## src/displayPkg.sv

```systemverilog
//--------------------
// Display types
// Raster coordinates, pixel words and colour modes
// shared by the pixel path
//--------------------
package displayPkg;

    //--------------------
    // Plain widths
    //--------------------
    typedef logic [23:0] pixelT;    // RGB, red in [23:16], blue in [7:0]
    typedef logic [11:0] coordT;    // Raster x or y
    typedef logic [7:0]  frameT;    // Frame count, feeds blue

    // Colour operation select
    // Only changed while rstN is low
    typedef enum logic [1:0] {
        opPass   = 2'd0,            // Pixel unchanged
        opInvert = 2'd1,            // All 24 bits complemented
        opSwapRb = 2'd2             // Red and blue bytes exchanged
    } opModeT;

    //--------------------
    // FIFO payload
    //--------------------
    typedef struct packed {
        pixelT pixel;               // Colour
        logic  frameStart;          // High on x=0 y=0
    } pixelWordT;                   // 25 bits

endpackage

```

## src/pixelGenerator.sv

```systemverilog
//--------------------
// Pixel generator
// Walks the raster and builds a test pattern pixel
// per position, stalled while cke is low
//--------------------
`timescale 1ns/1ns

module pixelGenerator
    import displayPkg::*;
#(
    parameter int hDisplay = 640,       // Raster width
    parameter int vDisplay = 480        // Raster height
)(
    input  logic      sysClk,           // System clock
    input  logic      rstN,             // Async reset, active low
    input  logic      cke,              // Advance enable, low when FIFO full
    output pixelWordT genWord,          // Pattern pixel plus frame mark
    output logic      genValid          // genWord holds a pixel
);

    //--------------------
    // Raster position
    //--------------------
    localparam coordT xLast = coordT'(hDisplay - 1);
    localparam coordT yLast = coordT'(vDisplay - 1);

    coordT xPos;                        // Position of the next pixel
    coordT yPos;
    frameT frameCnt;                    // Frames since reset

    logic  xWrap;
    logic  yWrap;

    assign xWrap = (xPos == xLast);     // End of line
    assign yWrap = (yPos == yLast);     // Last line of frame

    // Counters point one pixel ahead of genWord
    always_ff @(posedge sysClk or negedge rstN)
    begin
        if (!rstN)
        begin
            xPos     <= '0;
            yPos     <= '0;
            frameCnt <= '0;
            genValid <= 1'b0;
        end
        else if (cke)
        begin
            genValid <= 1'b1;           // Stays up once running
            if (xWrap)
            begin
                xPos <= '0;
                if (yWrap)
                begin
                    yPos     <= '0;
                    frameCnt <= frameCnt + 1'b1;    // Wraps at 256
                end
                else
                begin
                    yPos <= yPos + 1'b1;
                end
            end
            else
            begin
                xPos <= xPos + 1'b1;
            end
        end
    end

    //--------------------
    // Pattern builder
    //--------------------
    // Red from x, green from y, blue from frame
    function automatic pixelT buildPixel(input coordT x, input coordT y, input frameT f);
        return {x[7:0], y[7:0], f};
    endfunction

    // Output word, held under stall
    always_ff @(posedge sysClk)
    begin
        if (cke)
        begin
            genWord.pixel      <= buildPixel(xPos, yPos, frameCnt);
            genWord.frameStart <= (xPos == '0) && (yPos == '0);
        end
    end

endmodule

```

## config.mk

```make
export PLATFORM = sky130hd
export DESIGN_NAME = pixelGenerator
export DESIGN_NICKNAME = d
export VERILOG_FILES = /design/src/displayPkg.sv /design/src/pixelGenerator.sv
export SDC_FILE = /design/constraint.sdc
export NUM_CORES = 1
export LEC_CHECK = 0
export ABC_CLOCK_PERIOD_IN_PS = 6380
export BUFFER_PORTS_ARGS = -buffer_cell sky130_fd_sc_hd__clkbuf_2
export CAP_MARGIN = 30
export CORE_ASPECT_RATIO = 1.5
export CORE_MARGIN = 4
export CORE_UTILIZATION = 50
export DETAILED_ROUTE_END_ITERATION = 16
export PLACE_DENSITY = 0.79
export SLEW_MARGIN = 20
export SYNTH_ARGS = -nofsm -noshare
export SYNTH_HDL_FRONTEND = slang
export SYNTH_SLANG_ARGS = --single-unit
```

## constraint.sdc

```tcl
create_clock -name sysClk -period 6.38 [get_ports sysClk]
set_clock_uncertainty 0.1 [all_clocks]
set_input_delay 0.957 -clock sysClk [delete_from_list [all_inputs] [get_ports sysClk]]
set_output_delay 0.957 -clock sysClk [all_outputs]
set_load 0.005 [all_outputs]
```

==> flow_summary.ini <==
[outcome]
outcome = completed

[routing]
wl_per_cell_microns = 13.4
drt_iter0_drc = 58
vias_per_cell = 5.21
drt_first_pass_iters = 4
wl_microns = 4070
drc_errors = 0
ant_nets = 0
vias = 1580

[cells_and_area]
nets = 240
fin_area_sq_um = 2880
layout-drive-gt1-share = 0.219
syn_to_final_growth_pct = 17.2
diodes = 0

[critical_path]
r2r-start = xPos[7]
worst_setup_path_end_kind = flip-flop
path_delay_family = simple AND/OR/NAND/NOR gates
crit_cells = 5
cp_slowest_cell = clkbuf_2
cp-start-kind = input port
rr_worst_depth = 4
crit_path_max_fanout = 34
path_class = input port to flip-flop
r2r_end = frameCnt[5]
cp.arrival_ns = 2.93
path_buf_inv = 1
max_stage_delay_ns = 0.57
critical_path.endpoint = frameCnt[5]
r2r_slack_ns = 3.94
startpoint = cke
cp_cell_sequence = clkbuf_2 -> nand3_1 -> or4_4 -> nor4_1 -> xor2_1
required_ns = 6.53

[die]
die_w_microns = 65.3
start_util = 0.511
dieArea_sq_um = 6130
boundaryPins = 29
core-area_sq_um = 4810
dieHeight_microns = 93.9
rows = 31

[sta]
finalCriticalPeriod_ns = 2.78
slew_violations = 0
hold_viol = 0
tightest_slew_ns = 0.824
slew_headroom = 0.451
rsz0062_at_grt = false
fin_tns_setup_ns = 0
max_freq_mhz = 360
period_share = 0.435
hold-worst-slack_ns = 0.369
finalSetupViolCount = 0

[clock_network]
clock_sinks = 58
clk-insertion-delay-late_ns = 0.33
cts.clk_slew.worst_paths_ns = 0.06
cts_tree = built
cts_inserted_buffers = 9
clk_path_buf_depth = 2
postCtsSetupRepairBufs = 0
postCtsHoldBufs = 0
ctsResizeCount = 0
cts-root-buf = clkbuf_8
htree_levels = 3

[global_routing]
grt_pass1_vias = 1502
grt_pass1_wl_microns = 6930
grt_max_degree = 35
grt-ovfl-total = 0
grtUsageTotal = 0.152
antenna_found_initial = 0

[place]
post_dp_cell_area_sq_um = 2650
gp_congestion = 0.761
dp_hpwl_microns = 2850
port_buffers = 28

[synthesis]
syn_nets = 207
synth_seq_cells = 58
syn_area_per_cell_sq_um = 12.4
syn_area_sq_um = 2460
synth.distinct_cells = 31
yosys_warnings = 0
synth_ff_type = dfrtp_1
async_reset_ff_frac = 0.569
synth-edff-count = 25
ys_seq_area_frac = 0.641
syn_inst = 199

[job]
drv_cap = 0

[min_path]
hold_start = genValid
hold_path_class = flip-flop to flip-flop

[power]
peakVddDrop_uv = 203
p_leak_nw = 1.24
powerDensity_nw_per_um2 = 310
-- logic make-up after synthesis --
logic type / count (synthesis) / synth area share
AOI/OAI and AO/OA: 16 / 0.0346
DFF: 58 / 0.641
xor gates and xnor gates: 18 / 0.0641
buffers and inverters: 18 / 0.0361
muxes: 6 / 0.0260
and+or+nand+nor: 78 / 0.173
adders and majority gates: 5 / 0.0254
-- placed cells by master (no fill, tap or decap), drive strengths merged, types with 7 or more instances in the layout --
| cell | Yosys | routed |
|---|---|---|
| nor2 | 8 | 8 |
| o21ai | 7 | 7 |
| dfrtp | 33 | 33 |
| edfxtp | 25 | 25 |
| xnor2 | 12 | 12 |
| and3 | 8 | 8 |
| nand2 | 14 | 14 |
| clkbuf | 2 | 42 |
| nor4 | 7 | 7 |
| nand3 | 13 | 13 |
| nand4 | 12 | 12 |
| inv | 11 | 11 |
-- worst min path at each step --
stage	to	slack, ns	cells past startpoint
2_1_floorplan	genWord[23]	0.33	0
3_3_place_gp	genValid	0.35	1
3_5_place_dp	genValid	0.35	1
4_1_cts	genValid	0.37	1
5_1_grt	genValid	0.38	1
6_report	genValid	0.37	1
-- area by class of cell --
type	count	area, sq um
Inverter	11	41.3
Fill cell	404	1930
Multi-Input combinational cell	123	800
Sequential cell	58	1580
Timing Repair Buffer	29	148
Tap cell	66	82.6
Clock inverter	2	60.1
Clock buffer	14	173
-- synthesized netlist by cell type (2+ instances only) --
cell      count  area (sq um)
xor2_1        6          52.6
xnor2_1      12           105
dfrtp_1      33           826
nor3_1        6          30.0
nand4_1      12          75.1
inv_1        11          41.3
o21ai_0       7          35.0
mux2i_1       3          30.0
nor4_1        7          43.8
and3_1        7          43.8
buf_2         2          10.0
or4_4         2          22.5
ha_1          5          62.6
nand2_1      14          52.6
nor2_1        8          30.0
or3_1         2          12.5
buf_6         2          22.5
mux2_2        3          33.8
edfxtp_1     25           751
o22ai_1       2          12.5
nand3_1      13          65.1
a21oi_1       6          30.0
clkbuf_1      2          7.51
or2_2         2          12.5
-- power by group --
part	total (mW)	internal (mW)	switching, mW
sequential	0.455	0.424	0.0309
combinational	0.0556	0.0239	0.0317
clock	0.382	0.252	0.130
-- state kept, by name, summed over array words and instances, names as in the netlist --
name      count
genWord      25
xPos         12
yPos         12
frameCnt      8
genValid      1
-- per-layer routing --
layer	global-route usage	vias to the layer above	routed length, microns
li1	-	787	-
met5	0	-	0
met2	0.260	31	2180
met4	0.0727	0	96
met3	0.0575	9	194
met1	0.163	753	1600
-- metrics by stage --
step | cells | power [mW] | setup slack [ns] | util
floorplan | 199 | 0.484 | 4.03 | -
global placement | 287 | 0.516 | 3.32 | 0.550
detailed placement | 287 | 0.518 | 3.24 | 0.550
CTS | 303 | 0.901 | 3.58 | 0.599
global route | 303 | 0.932 | 3.41 | 0.599
finish | 303 | 0.892 | 3.60 | 0.599
-- worst register-to-register path: stages, from the launching register on --
cell and delay (ns):
dfrtp_1 0.45, or4_4 0.57, or4_4 0.64, nor4_1 0.43
xor2_1 0.18
(Power assumes the default switching activity.)
