<file path="src/displayPkg.sv">
//--------------------
// Display types
// Raster coordinates, pixel words and colour modes
// shared by the pixel path
//--------------------
package displayPkg;

    //--------------------
    // Plain widths
    //--------------------
    typedef logic [23:0] pixelT;    // RGB, red in [23:16], blue in [7:0]
    typedef logic [11:0] coordT;    // Raster x or y
    typedef logic [7:0]  frameT;    // Frame count, feeds blue

    // Colour operation select
    // Only changed while rstN is low
    typedef enum logic [1:0] {
        opPass   = 2'd0,            // Pixel unchanged
        opInvert = 2'd1,            // All 24 bits complemented
        opSwapRb = 2'd2             // Red and blue bytes exchanged
    } opModeT;

    //--------------------
    // FIFO payload
    //--------------------
    typedef struct packed {
        pixelT pixel;               // Colour
        logic  frameStart;          // High on x=0 y=0
    } pixelWordT;                   // 25 bits

endpackage

</file>
<file path="src/pixelOperation.sv">
//--------------------
// Pixel operation
// Two-stage colour pipeline: pass, invert or
// red/blue swap, held while cke is low
//--------------------
`timescale 1ns/1ns

module pixelOperation
    import displayPkg::*;
(
    input  logic      sysClk,           // System clock
    input  logic      rstN,             // Async reset, active low
    input  logic      cke,              // Stage enable, low when FIFO full
    input  opModeT    opMode,           // Colour operation, quasi-static
    input  pixelWordT genWord,          // From generator
    input  logic      genValid,
    output pixelWordT opWord,           // Toward FIFO
    output logic      opValid
);

    //--------------------
    // Stage one
    //--------------------
    pixelWordT s1Word;                  // Registered input word
    logic      s1Valid;
    logic      s1Invert;                // Decoded mode flags
    logic      s1Swap;

    // Apply the decoded operation to one pixel
    function automatic pixelT applyOp(input pixelT p, input logic inv, input logic swap);
        pixelT result;
        result = p;
        if (inv)
        begin
            result = ~p;                // All three bytes
        end
        else if (swap)
        begin
            result = {p[7:0], p[15:8], p[23:16]};   // Blue, green, red
        end
        return result;
    endfunction

    // Valid bits, one per stage
    always_ff @(posedge sysClk or negedge rstN)
    begin
        if (!rstN)
        begin
            s1Valid <= 1'b0;
            opValid <= 1'b0;
        end
        else if (cke)
        begin
            s1Valid <= genValid;
            opValid <= s1Valid;
        end
    end

    // Stage one: capture word and decode mode
    always_ff @(posedge sysClk)
    begin
        if (cke)
        begin
            s1Word   <= genWord;
            s1Invert <= (opMode == opInvert);
            s1Swap   <= (opMode == opSwapRb);
        end
    end

    //--------------------
    // Stage two
    //--------------------
    always_ff @(posedge sysClk)
    begin
        if (cke)
        begin
            opWord.pixel      <= applyOp(s1Word.pixel, s1Invert, s1Swap);
            opWord.frameStart <= s1Word.frameStart;     // Mark passes unchanged
        end
    end

endmodule

</file>
<file path="config.mk">
export PLATFORM = sky130hd
export DESIGN_NAME = pixelOperation
export DESIGN_NICKNAME = d
export VERILOG_FILES = /design/src/displayPkg.sv /design/src/pixelOperation.sv
export SDC_FILE = /design/constraint.sdc
export NUM_CORES = 1
export LEC_CHECK = 0
export BUFFER_PORTS_ARGS = -buffer_cell sky130_fd_sc_hd__buf_4
export CAP_MARGIN = 20
export CORE_AREA = 2 2 65 67
export DETAILED_ROUTE_END_ITERATION = 8
export DIE_AREA = 0 0 67 69
export PLACE_DENSITY = 0.81
export SYNTH_ARGS = -nofsm -noshare
export SYNTH_HDL_FRONTEND = slang
export SYNTH_SLANG_ARGS = --single-unit
</file>
<file path="constraint.sdc">
create_clock -name sysClk -period 2.1 [get_ports sysClk]
set_clock_uncertainty 0.2 [all_clocks]
set_input_delay 0.105 -clock sysClk [delete_from_list [all_inputs] [get_ports sysClk]]
set_output_delay 0.105 -clock sysClk [all_outputs]
set_load 0.01 [all_outputs]
</file>
==> out/results.tsv, run 1 <==
stage	metric	value	unit
run_status	status	complete, no violations	
synth	synth_area	2095	sq um
clock_network	cts-root-buf	clkbuf_8	
floorplan	chipHeight	69	microns
critical_path	worstSetupPathType	primary input to flip-flop	
sta	relSlewSlack	66.51	%
sta	tightest_slew	0.5023	ns
clock_network	clkTransAtPathRegs	0.09	ns
synth	ys_types	9	
floorplan	fp.dieW	67	microns
critical_path	endpoint_kind	flip-flop	
critical_path	crit_slowest_cell	dlygate4sd3_1	
detailed_routing	routedWlPerCell	15.24	microns
sta	slew_violations	0	
clock_network	hold_buffers	31	
global_routing	grt_overflow_total	0	
critical_path	cp.required	1.96	ns
global_routing	grt_pass1_vias	1246	
power	irDropWorstVdd	0.0006225	V
critical_path	startpoint_type	primary input	
placement	dp.cells	207	
synth	yosysWarnings	0	
synth	ys_seq_area_share	76.94	%
final_layout	multi_input_area	425.4	sq um
critical_path	crit_buf_inv	3	
power	power.density	760.0	nW/um^2
sta	finalSetupViolCount	0	
synth	synth_area_leader_cell	edfxtp_1	
critical_path	cp_num_cells	4	
final_layout	regArea	1612	sq um
final_layout	drive_gt1_share	35.20	%
clock_network	htree_levels	2	
floorplan	die_area	4623	sq um
critical_path	worstPathMaxFanout	2	
global_routing	antenna_found_initial	0	
final_layout	final_nets	226	
synth	ys_ff_latch	54	
placement	gp_congestion	0.7836	
critical_path	crit_chain	dlygate4sd3_1 > buf_4 > nor2b_1 > dlygate4sd3_1	
critical_path	rrSetupSlack	0.55	ns
critical_path	cp_slowest_stage_delay	0.54	ns
floorplan	initial_core_util	53.52	%
placement	portBuffers	56	
detailed_routing	wirelength	3.748	mm
critical_path	cp-endpoint	s1Swap$_DFFE_PP_	
synth	synth_area_per_cell	20.34	sq um
synth	ys_top_cells_by_area	edfxtp_1 75%, mux2i_1 15%, xor2_1 3.3%	
clock_network	clkLatencyLatePin	0.30	ns
critical_path	cp_common_cell	dlygate4sd3_1	
sta	finalHoldViolations	0	
detailed_routing	vias	1218	
critical_path	critPathArrivalTime	1.43	ns
clock_network	cts_buffers	5	
floorplan	core-area	3914	sq um
min_path	hold_path.class	primary input to flip-flop	
global_routing	grt_first_pass_wirelength	5.740	mm
final_layout	final_cells	246	
clock_network	cts_tree	yes	
clock_network	cts.path.max_buffers	2	
clock_network	cts_setup_buffers	0	
detailed_routing	drc	0	
critical_path	startpoint	opMode[1]	
synth	synth_top_area_share	74.55	%
synth	synth_cells	103	
job	maxCapViolations	0	
critical_path	r2r_start	s1Invert$_DFFE_PP_	
final_layout	area_delta_synth_final	40.50	%
critical_path	r2r_cells	2	
global_routing	grt_max_degree	43	
detailed_routing	drt-pass1-iter-count	4	
final_layout	final_common_cell	buf_4	
clock_network	clock_sinks	54	
synth	synth_nets	134	
sta	rsz0062_at_grt	false	
critical_path	r2r_end	opWord[1]$_DFFE_PP_	
critical_path	critical_path.top_delay_family	buffers and inverters	
global_routing	grtUsageTotal	17.24	%
power	p_leak	1.226	nW
floorplan	num_rows	23	
detailed_routing	drt_iter0_drc	69	
final_layout	fillers	246	
clock_network	ctsResizeCount	0	
sta	final.min_clock_period	1.564	ns
sta	max_clock_freq	639.5	MHz
sta	fin_crit_sh	74.46	%
final_layout	antenna_cells	0	
sta	fin_setup_tns	0	ns
final_layout	layout_common_cells	59 x buf_4, 52 x edfxtp_1, 32 x mux2i_1	
detailed_routing	ant_nets	0	
floorplan	io_pins	57	
detailed_routing	viasPerCell	4.951	
[flip-flops by register name, indices dropped and copies added, names as in the netlist]
register / cells
opValid: 1
s1Valid: 1
s1Swap: 1
s1Word: 25
opWord: 25
s1Invert: 1
[how the worst min path moves through the flow]
stage	start	to	slack [ns]	cells after the start
2_1_floorplan	rstN	opValid$_DFFE_PN0P_	-0.39	0
3_3_place_gp	rstN	s1Valid$_DFFE_PN0P_	-0.31	1
3_5_place_dp	rstN	s1Valid$_DFFE_PN0P_	-0.31	1
4_1_cts	cke	s1Word[6]$_DFFE_PP_	0.09	1
5_1_grt	cke	s1Word[21]$_DFFE_PP_	0.11	1
6_report	cke	s1Word[4]$_DFFE_PP_	0.09	1
[kinds of logic after synthesis]
kind of cell,synth area share (%)
mux,16.37
xor+xnor,3.345
flops,76.94
simple gates,0.5973
buf+inv,2.748
[power breakdown]
part | internal (mW) | switching [mW]
clock | 0.234 | 0.324
combinational | 0.192 | 0.137
sequential | 1.30 | 0.0488
total | 1.73 | 0.509
[area by class of cell]
class	instances	share of cell area (%)
flip-flops and latches	54	54.76
repair buffers	90	25.60
clock buffers	5	2.338
well taps	50	2.126
clock inverters	3	0.7228
multi-input cells	44	14.46
[synth_stat cells]
| cell type | number |
|---|---|
| buf_12 | 1 |
| dfrtp_1 | 2 |
| xor2_1 | 8 |
| mux2i_1 | 32 |
| mux2_2 | 2 |
| nor2b_1 | 2 |
| edfxtp_1 | 52 |
| buf_6 | 2 |
| buf_4 | 2 |
[layer usage]
layer | share of wire [%] | GRT usage, % | vias to the layer above
met3 | 4.0 | 3.752 | 14
li1 | - | - | 575
met1 | 35 | 18.30 | 591
met5 | 0 | 0 | -
met4 | 3.8 | 11.11 | 0
met2 | 57 | 29.81 | 38
[stage by stage]
| step | util, % | setup WS, ns | area, sq um | hold slack [ns] | power [mW] |
|---|---|---|---|---|---|
| after floorplan | - | 0.7983 | 2095 | -0.3906 | 1.499 |
| after global placement | 64.96 | 0.6573 | 2542 | -0.3133 | 1.631 |
| after detailed placement | 64.96 | 0.5796 | 2542 | -0.3108 | 1.653 |
| after CTS | 75.19 | 0.5524 | 2943 | 0.09193 | 2.241 |
| after global routing | 75.19 | 0.4547 | 2943 | 0.1092 | 2.314 |
| final | 75.19 | 0.5364 | 2943 | 0.09484 | 2.237 |
No activity file was read; power rests on OpenSTA's default activity.
==> inputs of run 2 (changes only) <==
--- a/config.mk
+++ b/config.mk
@@ -7,10 +7,10 @@
 export LEC_CHECK = 0
 export BUFFER_PORTS_ARGS = -buffer_cell sky130_fd_sc_hd__buf_4
 export CAP_MARGIN = 20
-export CORE_AREA = 2 2 65 67
+export CORE_AREA = 2 2 71 73
 export DETAILED_ROUTE_END_ITERATION = 8
-export DIE_AREA = 0 0 67 69
-export PLACE_DENSITY = 0.81
+export DIE_AREA = 0 0 73 75
+export PLACE_DENSITY = 0.72
 export SYNTH_ARGS = -nofsm -noshare
 export SYNTH_HDL_FRONTEND = slang
 export SYNTH_SLANG_ARGS = --single-unit
==> constraint.sdc (replaced) <==
create_clock -name sysClk -period 1.3 [get_ports sysClk]
set_clock_uncertainty 0.2 [all_clocks]
set_input_delay 0.065 -clock sysClk [delete_from_list [all_inputs] [get_ports sysClk]]
set_output_delay 0.065 -clock sysClk [all_outputs]
set_load 0.01 [all_outputs]
==> run 2 against run 1 <==
Against the previous run: the flow now finishes with violations (setup timing); power is 73% higher; combinational power is 68% higher; sequential power is 61% higher; via count is 2.8% lower; sequential share of layout area is 1.5 points lower; cell count is 2.4% higher; routed wire length is 2.7% lower; cell area is 2.8% higher; highest routed layer unchanged.
==> out/results.tsv, run 2 (synthesis results as in run 1) <==
stage	metric	value	unit
floorplan	core-area	4661	sq um
floorplan	io_pins	57	
critical_path	r2r_start	s1Swap$_DFFE_PP_	
sta	finalSetupViolCount	5	
sta	rsz0062_at_grt	true	
critical_path	cp-endpoint	opWord[2]$_DFFE_PP_	
sta	max_clock_freq	747.0	MHz
run_status	status	complete, but fails checks	
final_layout	drive_gt1_share	35.86	%
detailed_routing	drt_iter0_drc	57	
final_layout	fillers	354	
clock_network	cts_buffers	5	
power	p_int	3.018	mW
clock_network	clkTransAtPathRegs	0.10	ns
clock_network	htree_levels	2	
sta	fin_crit_sh	103.0	%
power	power.density	1277	nW/um^2
clock_network	clkLatencyLatePin	0.30	ns
power	switchingPower	847.3	uW
global_routing	grtUsageTotal	14.08	%
global_routing	grt_overflow_total	0	
global_routing	antenna_found_initial	0	
sta	finalHoldViolations	0	
critical_path	cp.required	1.15	ns
sta	final.min_clock_period	1.339	ns
final_layout	final_common_cell	buf_4	
floorplan	chipHeight	75	microns
global_routing	grt_max_degree	33	
detailed_routing	viasPerCell	4.698	
power	p_total	3.866	mW
critical_path	r2r_end	opWord[2]$_DFFE_PP_	
final_layout	layout_common_cells	58 x buf_4, 52 x edfxtp_1, 32 x mux2i_1	
critical_path	endpoint_kind	flip-flop	
detailed_routing	routedWlPerCell	14.47	microns
job	maxCapViolations	0	
detailed_routing	drt-pass1-iter-count	4	
clock_network	clock_sinks	54	
sta	setup_slack	-0.03865	ns
critical_path	startpoint	s1Swap$_DFFE_PP_	
detailed_routing	drc	0	
final_layout	top_regs	opWord x25, s1Word x25	
final_layout	antenna_cells	0	
clock_network	cts_tree	yes	
clock_network	cts.path.max_buffers	2	
floorplan	num_rows	25	
detailed_routing	ant_nets	0	
detailed_routing	vias	1184	
power	p_leak	1.263	nW
clock_network	cts_setup_buffers	0	
run_status	failed_checks	setup timing	
sta	relSlewSlack	89.16	%
critical_path	worstPathMaxFanout	16	
global_routing	grt_first_pass_wirelength	5.609	mm
power	clockPowerShare	29.5	%
power	combPwrFrac	14.3	%
clock_network	cts-root-buf	clkbuf_8	
power	p_sw_share	21.92	%
critical_path	r2r_cells	3	
sta	slew_violations	0	
critical_path	rrSetupSlack	-0.04	ns
critical_path	worstSetupPathType	flip-flop to flip-flop	
floorplan	die_area	5475	sq um
placement	dp.cells	213	
min_path	hold_start	s1Word[0]$_DFFE_PP_	
placement	portBuffers	56	
global_routing	grt_pass1_vias	1236	
min_path	hold_path.class	flip-flop to flip-flop	
power	sequentialPowerShare	56.2	%
sta	whs	0.2305	ns
clock_network	ctsResizeCount	0	
floorplan	initial_core_util	44.94	%
detailed_routing	wirelength	3.646	mm
critical_path	critPathArrivalTime	1.19	ns
power	irDropWorstVdd	0.0007994	V
placement	hpwl	2.358	mm
placement	gp_congestion	0.6694	
final_layout	final_cells	252	
floorplan	fp.dieW	73	microns
min_path	holdPathStages	0	
critical_path	startpoint_type	flip-flop	
final_layout	final_nets	228	
final_layout	area_delta_synth_final	44.50	%
sta	tightest_slew	0.1581	ns
-- run 2: cell count changes in the layout (fill, tap and decap cells not counted), sizes merged --
cell | before | now
buf | 59 | 61
clkinv | 2 | 0
inv | 0 | 2
bufinv | 0 | 1
clkinvlp | 1 | 0
-- run 2: repair_timing --
| item | 4_1_cts | 5_1_grt |
|---|---|---|
| hold buffers | 31 | 0 |
| hold endpoints to repair | 34 | 0 |
| endpoints found under the setup margin | 9 | 15 |
-- run 2: how the worst min path moves through the flow --
stage                                to  slack (ns)
floorplan           opValid$_DFFE_PN0P_       -0.43
global placement    opValid$_DFFE_PN0P_       -0.35
finish              opWord[0]$_DFFE_PP_        0.23
detailed placement  s1Valid$_DFFE_PN0P_       -0.35
global route        opWord[0]$_DFFE_PP_        0.24
CTS                 opWord[0]$_DFFE_PP_        0.23
-- run 2: routing by layer --
metal  up-vias  global-route usage (%)  wire length, microns
met5         -                       0                     0
met4         0                   5.350                    23
met3         2                   3.748                   161
met2        35                   26.63                  2059
met1       566                   14.93                  1400
li1        581                       -                     -
-- run 2: metrics by stage --
stage / TNS [ns] / cell area (sq um) / util (%) / setup WS, ns
2_1_floorplan: -0.01679 / 2095 / - / -0.001679
3_3_place_gp: 0 / 2600 / 55.79 / 0.04465
3_5_place_dp: -0.06020 / 2600 / 55.79 / -0.03492
4_1_cts: -0.1847 / 3027 / 64.94 / -0.05879
5_1_grt: -0.7265 / 3027 / 64.94 / -0.1016
6_report: -0.08692 / 3027 / 64.94 / -0.03865
-- run 2: critical path: stages, from the launching register on --
cell,delay [ns]
edfxtp_1,0.39
buf_12,0.18
mux2i_1,0.21
mux2i_1,0.10
-- run 2: power by group through the flow --
stage	clock, mW	combinational, mW	sequential [mW]
after detailed placement	0	0.483	2.21
after floorplan	0	0.184	2.24
after global placement	0	0.462	2.20
after CTS	1.16	0.560	2.17
after global routing	1.24	0.596	2.19
final	1.14	0.553	2.17
-- run 2: area by class of cell --
type	instances	area, sq um	share of cell area, %
Sequential cell	54	1612	53.25
Timing Repair Buffer	92	805.8	26.62
Multi-Input combinational cell	44	425.4	14.06
Clock buffer	5	68.82	2.274
Tap cell	54	67.56	2.232
Clock inverter	3	47.55	1.571
==> inputs of run 3 (changes only) <==
--- a/config.mk
+++ b/config.mk
@@ -5,11 +5,11 @@
 export SDC_FILE = /design/constraint.sdc
 export NUM_CORES = 1
 export LEC_CHECK = 0
-export BUFFER_PORTS_ARGS = -buffer_cell sky130_fd_sc_hd__buf_4
 export CAP_MARGIN = 20
-export CORE_AREA = 2 2 71 73
+export CORE_AREA = 2 2 83 53
 export DETAILED_ROUTE_END_ITERATION = 8
-export DIE_AREA = 0 0 73 75
+export DIE_AREA = 0 0 85 55
+export DONT_BUFFER_PORTS = 1
 export PLACE_DENSITY = 0.72
 export SYNTH_ARGS = -nofsm -noshare
 export SYNTH_HDL_FRONTEND = slang
==> constraint.sdc (replaced) <==
create_clock -name sysClk -period 1.3 [get_ports sysClk]
set_clock_uncertainty 0.2 [all_clocks]
set_input_delay 0.065 -clock sysClk [delete_from_list [all_inputs] [get_ports sysClk]]
set_output_delay 0.065 -clock sysClk [all_outputs]
set_load 0.05 [all_outputs]
==> run 3 against run 2 <==
Against the previous run: the run ends with hold timing, setup timing left; routed wire length fell by 17%; count of clock-buffer cells in the layout did not move; sequential cell count did not move; cell count fell by 25%; sequential share of layout area rose by 8.9 points.
==> out/results.tsv, run 3 (synthesis results as in run 1) <==
stage	metric	value	unit
clock_network	cts_setup_buffers	0	
critical_path	critPathArrivalTime	1.20	ns
final_layout	drive_gt1_share	10.00	%
detailed_routing	routedWlPerCell	15.94	microns
global_routing	grt_max_degree	55	
run_status	failed_checks	hold timing, setup timing	
final_layout	antenna_cells	0	
final_layout	final_cells	190	
final_layout	area_delta_synth_final	23.78	%
critical_path	cp_slowest_stage_delay	0.44	ns
floorplan	die_area	4675	sq um
clock_network	cts.path.max_buffers	2	
critical_path	startpoint	s1Swap$_DFFE_PP_	
critical_path	critical_path.top_delay_family	flip-flops	
critical_path	crit_chain	buf_12 > mux2i_1 > mux2i_1	
placement	gp_congestion	0.6587	
power	p_total	4.058	mW
critical_path	r2r_cells	3	
detailed_routing	vias	978	
floorplan	fp.dieW	85	microns
global_routing	grt_pass1_vias	905	
global_routing	grt_overflow_total	0	
clock_network	htree_levels	2	
sta	setup_slack	-0.03630	ns
job	maxCapViolations	0	
detailed_routing	wirelength	3.029	mm
critical_path	cp-endpoint	opWord[4]$_DFFE_PP_	
min_path	hold_path.class	primary input to flip-flop	
clock_network	clkTransAtPathRegs	0.10	ns
floorplan	io_pins	57	
critical_path	r2r_end	opWord[4]$_DFFE_PP_	
global_routing	grtUsageTotal	13.46	%
placement	placed_cell_area	2142	sq um
run_status	status	complete, but fails checks	
power	irDropWorstVdd	0.0009734	V
critical_path	worstPathMaxFanout	12	
detailed_routing	drt-pass1-iter-count	4	
final_layout	final_area	2592	sq um
final_layout	layout_common_cells	52 x edfxtp_1, 32 x mux2i_1, 30 x dlygate4sd3_1	
critical_path	crit_buf_inv	1	
floorplan	chipHeight	55	microns
sta	relSlewSlack	67.91	%
sta	finalHoldViolations	54	
clock_network	clock_sinks	54	
critical_path	rrSetupSlack	-0.04	ns
sta	finalSetupViolCount	8	
critical_path	startpoint_type	flip-flop	
placement	portBuffers	0	
clock_network	cts_buffers	5	
clock_network	cts_tree	yes	
critical_path	cp_num_cells	3	
global_routing	antenna_found_initial	0	
floorplan	initial_core_util	53.14	%
placement	dp.cells	152	
critical_path	worstSetupPathType	flip-flop to flip-flop	
clock_network	clkLatencyLatePin	0.30	ns
clock_network	cts-root-buf	clkbuf_8	
placement	hpwl	1.753	mm
power	p_leak	0.9891	nW
sta	fin_crit_sh	102.8	%
detailed_routing	viasPerCell	5.147	
sta	slew_violations	0	
critical_path	cp.required	1.16	ns
floorplan	num_rows	18	
final_layout	final_common_cell	edfxtp_1	
critical_path	r2r_start	s1Swap$_DFFE_PP_	
floorplan	core-area	3941	sq um
final_layout	final_nets	170	
sta	rsz0062_at_grt	true	
critical_path	endpoint_kind	flip-flop	
detailed_routing	drt_iter0_drc	34	
power	power.density	1565	nW/um^2
sta	final.min_clock_period	1.336	ns
sta	whs	-0.3311	ns
critical_path	cp_common_cell	mux2i_1	
detailed_routing	ant_nets	0	
final_layout	top_regs	opWord x25, s1Word x25	
sta	tightest_slew	0.4824	ns
clock_network	hold_buffers	30	
global_routing	grt_first_pass_wirelength	4.471	mm
detailed_routing	drc	0	
sta	max_clock_freq	748.3	MHz
critical_path	crit_slowest_cell	edfxtp_1	
run 3: cell types whose count changed in the layout (fill, tap and decap cells not counted):
cell,before,now
buf_12,3,2
buf_4,58,2
bufinv_16,1,2
clkinv_4,0,1
dlygate4sd3_1,31,30
inv_6,2,0
run 3: what timing repair did:
item / 4_1_cts / 5_1_grt
gates resized for setup: 2 / 1
endpoints found under the hold margin: 83 / 54
cloned: 0 / 0
endpoints found under the setup margin: 12 / 16
run 3: power by group:
part           internal (mW)  total (mW)  switching [mW]
clock network          0.771        1.31           0.535
logic                  0.180       0.301           0.121
registers               2.11        2.45           0.343
run 3: layout make-up:
type / instances / area (sq um)
multi-input cells: 44 / 425.4
fillers: 267 / 1349
clock inverters: 3 / 68.82
clock buffers: 5 / 68.82
flip-flops and latches: 54 / 1612
well taps: 50 / 62.56
repair buffers: 34 / 355.3
run 3: routing by layer:
metal  track usage, %  share of wire, %
met5                0                 0
met4            5.291                 0
met3            6.083               4.6
met2            24.61                56
met1            14.12                40
run 3: how the worst min path moves through the flow:
stage / cells past startpoint / to / slack, ns / start
6_report: 0 / s1Swap$_DFFE_PP_ / -0.33 / cke
5_1_grt: 0 / opWord[23]$_DFFE_PP_ / -0.36 / cke
4_1_cts: 0 / s1Word[19]$_DFFE_PP_ / -0.34 / cke
3_5_place_dp: 0 / opValid$_DFFE_PN0P_ / -0.43 / rstN
3_3_place_gp: 0 / s1Valid$_DFFE_PN0P_ / -0.43 / rstN
2_1_floorplan: 0 / opValid$_DFFE_PN0P_ / -0.43 / rstN
run 3: metrics by stage:
| step | util (%) | setup TNS (ns) | worst slack [ns] |
|---|---|---|---|
| after floorplan | - | -0.01679 | -0.001679 |
| after global placement | 54.35 | -0.001837 | -0.001837 |
| after detailed placement | 54.35 | -0.3045 | -0.09380 |
| after CTS | 65.65 | -0.1135 | -0.06469 |
| after global routing | 65.78 | -1.005 | -0.1076 |
| final | 65.78 | -0.07032 | -0.03630 |
